===== src/hw/mem_pkg.sv =====
// mem_pkg shared widths, data RAM size and the enums of the memory subsystem

package mem_pkg;

  // datapath and register widths
  localparam int WORD_WD     = 32;
  localparam int GPR_ADDR_WD = 5;
  localparam int CSR_ADDR_WD = 12;

  // data RAM, 1 KiB at address 0
  localparam int DMEM_WORDS  = 256;
  localparam int DMEM_AW     = 8;    // word index width

  // load/store size and sign, same codes as funct3
  typedef enum logic [2:0] {
    MEM_B  = 3'b000,
    MEM_H  = 3'b001,
    MEM_W  = 3'b010,
    MEM_BU = 3'b100,
    MEM_HU = 3'b101
  } mem_op_e;

  // APB master phases
  typedef enum logic [1:0] {
    LSU_IDLE   = 2'd0,
    LSU_SETUP  = 2'd1,
    LSU_ACCESS = 2'd2
  } lsu_state_e;

endpackage


===== src/hw/lsu.sv =====
// load/store unit, APB master with store lane placement, load extension and access checks

`timescale 1ns/10ps

module lsu
  import mem_pkg::*;
(
  input  logic               i_clk,
  input  logic               i_rst_n,
  // request from ms
  input  logic               i_req,
  input  logic               i_write,
  input  mem_op_e            i_op,
  input  logic [WORD_WD-1:0] i_addr,
  input  logic [WORD_WD-1:0] i_wdata,
  output logic               o_done,
  output logic [WORD_WD-1:0] o_rdata,
  output logic               o_err,
  // apb master
  output logic               o_psel,
  output logic               o_penable,
  output logic               o_pwrite,
  output logic [WORD_WD-1:0] o_paddr,
  output logic [WORD_WD-1:0] o_pwdata,
  output logic [3:0]         o_pstrb,
  input  logic [WORD_WD-1:0] i_prdata,
  input  logic               i_pready,
  input  logic               i_pslverr
);

  lsu_state_e         state;
  logic               bad_done;      // misaligned, answered without a bus cycle
  mem_op_e            op_q;
  logic               misalign;
  logic               start;
  logic [WORD_WD-1:0] st_data;
  logic [3:0]         st_strb;
  logic               bus_done;
  logic [WORD_WD-1:0] lane;
  logic [WORD_WD-1:0] ld_ext;

  always_comb begin
    case (i_op)
      MEM_B, MEM_BU: misalign = 1'b0;
      MEM_H, MEM_HU: misalign = i_addr[0];
      default:       misalign = |i_addr[1:0];
    endcase
  end

  // replicate store data, strobe picks the lanes
  always_comb begin
    case (i_op)
      MEM_B, MEM_BU: begin
        st_data = {4{i_wdata[7:0]}};
        st_strb = 4'b0001 << i_addr[1:0];
      end
      MEM_H, MEM_HU: begin
        st_data = {2{i_wdata[15:0]}};
        st_strb = 4'b0011 << {i_addr[1], 1'b0};
      end
      default: begin
        st_data = i_wdata;
        st_strb = 4'b1111;
      end
    endcase
  end

  assign start = (state == LSU_IDLE) && i_req && !bad_done;

  always_ff @(posedge i_clk) begin
    if (!i_rst_n) begin
      state    <= LSU_IDLE;
      bad_done <= 1'b0;
    end else begin
      bad_done <= start && misalign;
      case (state)
        LSU_IDLE: begin
          if (start && !misalign)
            state <= LSU_SETUP;
        end
        LSU_SETUP:  state <= LSU_ACCESS;
        LSU_ACCESS: begin
          if (i_pready)
            state <= LSU_IDLE;
        end
        default:    state <= LSU_IDLE;
      endcase
    end
  end

  // bus fields, stable from setup to the end of access
  always_ff @(posedge i_clk) begin
    if (start && !misalign) begin
      o_paddr  <= i_addr;
      o_pwrite <= i_write;
      o_pwdata <= st_data;
      o_pstrb  <= i_write ? st_strb : 4'b0000;
      op_q     <= i_op;
    end
  end

  assign o_psel    = (state != LSU_IDLE);
  assign o_penable = (state == LSU_ACCESS);

  assign bus_done = (state == LSU_ACCESS) && i_pready;
  assign o_done   = bus_done || bad_done;
  assign o_err    = bad_done || (bus_done && i_pslverr);

  // move the addressed byte/half down to bit 0
  assign lane = i_prdata >> {o_paddr[1:0], 3'b000};

  always_comb begin
    case (op_q)
      MEM_B:   ld_ext = {{24{lane[7]}}, lane[7:0]};
      MEM_BU:  ld_ext = {24'b0, lane[7:0]};
      MEM_H:   ld_ext = {{16{lane[15]}}, lane[15:0]};
      MEM_HU:  ld_ext = {16'b0, lane[15:0]};
      default: ld_ext = lane;
    endcase
  end

  assign o_rdata = o_err ? '0 : ld_ext;

  // request held by the memory stage until done
  a_req_held: assert property (@(posedge i_clk) disable iff (!i_rst_n)
    (i_req && !o_done) |=> (i_req && $stable(i_addr) && $stable(i_write) && $stable(i_op)));

  a_bus_matches_req: assert property (@(posedge i_clk) disable iff (!i_rst_n)
    o_psel |-> (i_req && o_paddr == i_addr && o_pwrite == i_write));

endmodule


===== config.mk =====
export PLATFORM = sky130hd
export DESIGN_NAME = lsu
export DESIGN_NICKNAME = d
export VERILOG_FILES = /design/src/hw/mem_pkg.sv /design/src/hw/lsu.sv
export SDC_FILE = /design/constraint.sdc
export NUM_CORES = 1
export LEC_CHECK = 0
export BUFFER_PORTS_ARGS = -buffer_cell sky130_fd_sc_hd__buf_2
export CAP_MARGIN = 0
export CORE_ASPECT_RATIO = 0.6
export CORE_MARGIN = 10
export CORE_UTILIZATION = 44
export DETAILED_ROUTE_END_ITERATION = 7
export HOLD_SLACK_MARGIN = 0.12
export PLACE_DENSITY = 0.81
export SLEW_MARGIN = 20
export SYNTH_ARGS = -nofsm -noshare
export SYNTH_HDL_FRONTEND = slang
export SYNTH_SLANG_ARGS = --single-unit

===== constraint.sdc =====
create_clock -name i_clk -period 9.11 [get_ports i_clk]
set_input_delay 1.3665 -clock i_clk [delete_from_list [all_inputs] [get_ports i_clk]]
set_output_delay 1.3665 -clock i_clk [all_outputs]
set_load 0.02 [all_outputs]

==> out/metrics.sh <==
OUTCOME='completed'
CTS.ROOT.BUFFER_CELL='sky130_fd_sc_hd__clkbuf_16'
ROWS=25
SETUP_TOTAL_NEGATIVE_SLACK_PS=0
SYNTH.CELL_AREA_UM2=3530
FINALWORSTPATHREQUIREDPERIOD_PS=4140
CRIT_PATH_END_KIND='output port'
DETAIL_ROUTE.VIAS_PER_CELL=5.02
CLK_PIN_SLEW_WORST_PATHS_PS=50
R2R_CELLS=3
NUMBER_OF_H_TREE_BRANCHING_LEVELS=3
FINCLKSKEW_PS=7.35
TRITONCTS.NUM_BUFFERS=9
PATH_MAX_FANOUT=8
YS_SEQ_ELEMENTS=75
MIN_DELAY_PATH_DEPTH=2
CRIT_CHAIN='buf_2 > mux2_2 > mux2i_1 > or3_1 > a21oi_2 > buf_2'
DP_HPWL_MM=8.71
MAXCAPVIOLATIONS=0
ACHIEVABLE-FREQUENCY_GHz=0.242
HP-CLASS='reg2reg'
CRIT_REQUIRED_PS=7740
POST_SYNTH_NUM_CELL_TYPES=35
MOST-COMMON-LAYOUT-CELLS='209 x sky130_fd_sc_hd__buf_2, 72 x sky130_fd_sc_hd__edfxtp_1, 25 x sky130_fd_sc_hd__mux2i_1'
ROUTED_WIRELENGTH_MM=10.9
WORST_EP_ARRIVAL_TIME_PS=2770
PLACE.PORT_BUFFERS=209
GRT_PASS1_VIAS=3032
GRT_MAX_DEGREE=68
IOPINCOUNT=210
DIE_H_UM=89.4
SYNTH_SEQUENTIAL_AREA_RATIO_PCT=63.0
FINALSETUPVIOLATIONS=0
TRACK_USAGE_PCT=17.2
TRITONCTS='yes'
POWER_DENSITY_nW_PER_UM2=185
YOSYSWARNINGCOUNT=0
SYNTHCELLS=257
TIMING.CRITICAL_PATH.SLOWEST_STAGE_CELL='sky130_fd_sc_hd__or3_1'
POST_DRT_WL_PER_CELL_UM=18.9
ROUTABILITYCONGESTION=0.892
NUMBER_OF_ANTENNA_VIOLATIONS_AT_THE_FIRST_CHECK_IN_GLOBAL_ROUTING=0
PLACE.DETAILED.INSTANCES=561
FINAL_LAYOUT_SIZE_SUFFIX_GT1_SHARE_PCT=55.1
FINAL-HOLD-VIOLATION-COUNT=0
CTSHOLDBUFFERS=0
CLOCK_LATENCY_OF_THE_LATER_CLOCKED_REGISTER_IN_THE_WORST_SKEW_PAIR_PS=320
WORST_SLEW_PIN_SLEW_PS=967
DRC=0
WORST_SETUP_PATH_START_KIND='primary input'
WORST_PATH_DOMINANT_CELL_FAMILY='simple AND/OR/NAND/NOR gates'
FINAL.HOLD.WORST_SLACK_PS=541
INITIALDRTVIOLATIONCOUNT=178
START_UTIL_PCT=45.0
GRT_SETUP_UNREPAIRED='false'
P_LEAK_nW=2.23
DIE_W_UM=136
POSTCTSSETUPREPAIRBUFS=0
UTILIZATION_PCT=62.7
TIMING.FINAL.MAX_SLEW_VIOLATIONS=0
CLK_PATH_BUF_DEPTH=2
CORE_AREA_UM2=7850
CRITICAL_PATH_BUF_INV_COUNT=2
GRT_FIRST_PASS_WIRELENGTH_MM=16.0
FINALCRITPERIODSHARE_PCT=45.4
SYNTH.TOP_CELL.AREA_SHARE_PCT=61.3
FLOORPLAN.DIE_AREA_UM2=12100
CTS-RESIZED-GATES=0
DRTANTENNAVIOLNETS=0
PATH_CLASS='in2out'
SYNTH.LARGEST_AREA_CELL='sky130_fd_sc_hd__edfxtp_1'
MAX_STAGE_DELAY_PS=610
CELL_COUNT_ALONG_THE_CRITICAL_PATH=6
CTS_SINKS=75
PEAKVDDDROP_V=0.000115
SYN2LAYOUT_AREA_GROWTH_PCT=39.4
GRT_OVERFLOW_TOTAL=0
ROUTED-VIA-COUNT=2892
MOSTFREQUENTLAYOUTCELL='sky130_fd_sc_hd__buf_2'
N_ANTENNA_CELL=0
CRITPATHMOSTFREQUENTCELL='sky130_fd_sc_hd__buf_2'
FINISH.CELL_COUNT_WITHOUT_FILLERS=576
SYNTH_TOP_CELLS_BY_AREA='sky130_fd_sc_hd__edfxtp_1 61%, sky130_fd_sc_hd__mux2i_1 7.1%, sky130_fd_sc_hd__mux2_2 5.7%'
DRT_PASS1_ITERATIONS=4
LAYOUT_NET_COUNT=569
SLEW_HEADROOM_PCT=35.6
POST_SYN_NETS=362
SYNTH.AVG_CELL_AREA_UM2=13.7
## tightest hold or removal path: stages (launching register included)
cell and delay [ps]:
sky130_fd_sc_hd__dfxtp_1 320, sky130_fd_sc_hd__mux2i_1 130, sky130_fd_sc_hd__nor2_1 50
## per-stage QoR
step | setup slack, ps | instance area, um2 | power [mW]
after detailed placement | 4980 | 4650 | 0.591
after CTS | 4980 | 4920 | 0.921
after floorplan | 1590 | 3530 | 0.522
final | 4970 | 4920 | 0.910
after global routing | 4840 | 4920 | 0.949
after global placement | 5060 | 4650 | 0.586
## sequential cells by signal, summed over array words and instances, names as in the netlist
signal	count
o_pstrb	4
bad_done	1
o_pwdata	32
state	2
o_paddr	32
o_pwrite	1
op_q	3
## synthesized netlist by cell type
cell                        count
sky130_fd_sc_hd__nor3_2         1
sky130_fd_sc_hd__clkbuf_2       1
sky130_fd_sc_hd__a211oi_1      14
sky130_fd_sc_hd__buf_1          1
sky130_fd_sc_hd__o22ai_1        1
sky130_fd_sc_hd__o21a_1         2
sky130_fd_sc_hd__o21ai_1        1
sky130_fd_sc_hd__a21oi_2        8
sky130_fd_sc_hd__a2111oi_4      1
sky130_fd_sc_hd__buf_4          2
sky130_fd_sc_hd__nor2_1        15
sky130_fd_sc_hd__nor2_2         2
sky130_fd_sc_hd__nand2_1       10
sky130_fd_sc_hd__buf_6          2
sky130_fd_sc_hd__dfxtp_1        3
sky130_fd_sc_hd__mux2i_1       25
sky130_fd_sc_hd__or2_2          2
sky130_fd_sc_hd__a21oi_1        3
sky130_fd_sc_hd__clkbuf_1       5
sky130_fd_sc_hd__buf_2          4
sky130_fd_sc_hd__a311o_1        1
sky130_fd_sc_hd__o21ai_0       22
sky130_fd_sc_hd__or3_1          2
sky130_fd_sc_hd__and2b_2        1
sky130_fd_sc_hd__a2111o_1       1
sky130_fd_sc_hd__inv_1          3
sky130_fd_sc_hd__a31o_2         1
sky130_fd_sc_hd__a21o_1         9
sky130_fd_sc_hd__and2_1         6
sky130_fd_sc_hd__nor3_1         2
sky130_fd_sc_hd__nand2b_1       5
sky130_fd_sc_hd__nor2b_1       10
sky130_fd_sc_hd__a2bb2oi_2      1
sky130_fd_sc_hd__mux2_2        18
sky130_fd_sc_hd__edfxtp_1      72
## final timing paths
check / end / from / slack, ps
setup / recovery: o_rdata[14] / i_prdata[31] / 4970
hold / removal: state[1] / state[0] / 540
setup reg to reg: o_paddr[7] / state[1] / 6840
hold reg to reg: state[1] / state[0] / 540
## cells by family after synthesis
family	Yosys count	share of synthesized area [%]
flip-flops	75	63.0
multiplexers	43	12.8
AO/OA/AOI/OAI	65	13.2
buffers and inverters	18	2.73
AND/OR/NAND/NOR	56	8.26
## cell type report
class | instances | area, um2
sequential | 75 | 2220
multi-input combinational | 164 | 1220
tap | 108 | 135
inverter | 3 | 11.3
timing repair buffer | 211 | 1060
clock buffer | 11 | 233
fill | 646 | 2930
clock inverter | 4 | 42.5
## power breakdown
group          switching [mW]  total, mW  internal, mW
Combinational           0.107      0.171        0.0639
Sequential            0.00725      0.412         0.404
Clock                   0.119      0.327         0.208
## layer usage
metal  wire length (um)  track usage (%)  vias up
li1                   -                -     1390
met1               4290             19.3     1384
met2               5620             29.7      106
met3                843             6.17       12
met4                146             6.42        0
met5                  0                0        -
Note: power is estimated with default switching activity, not from simulation.
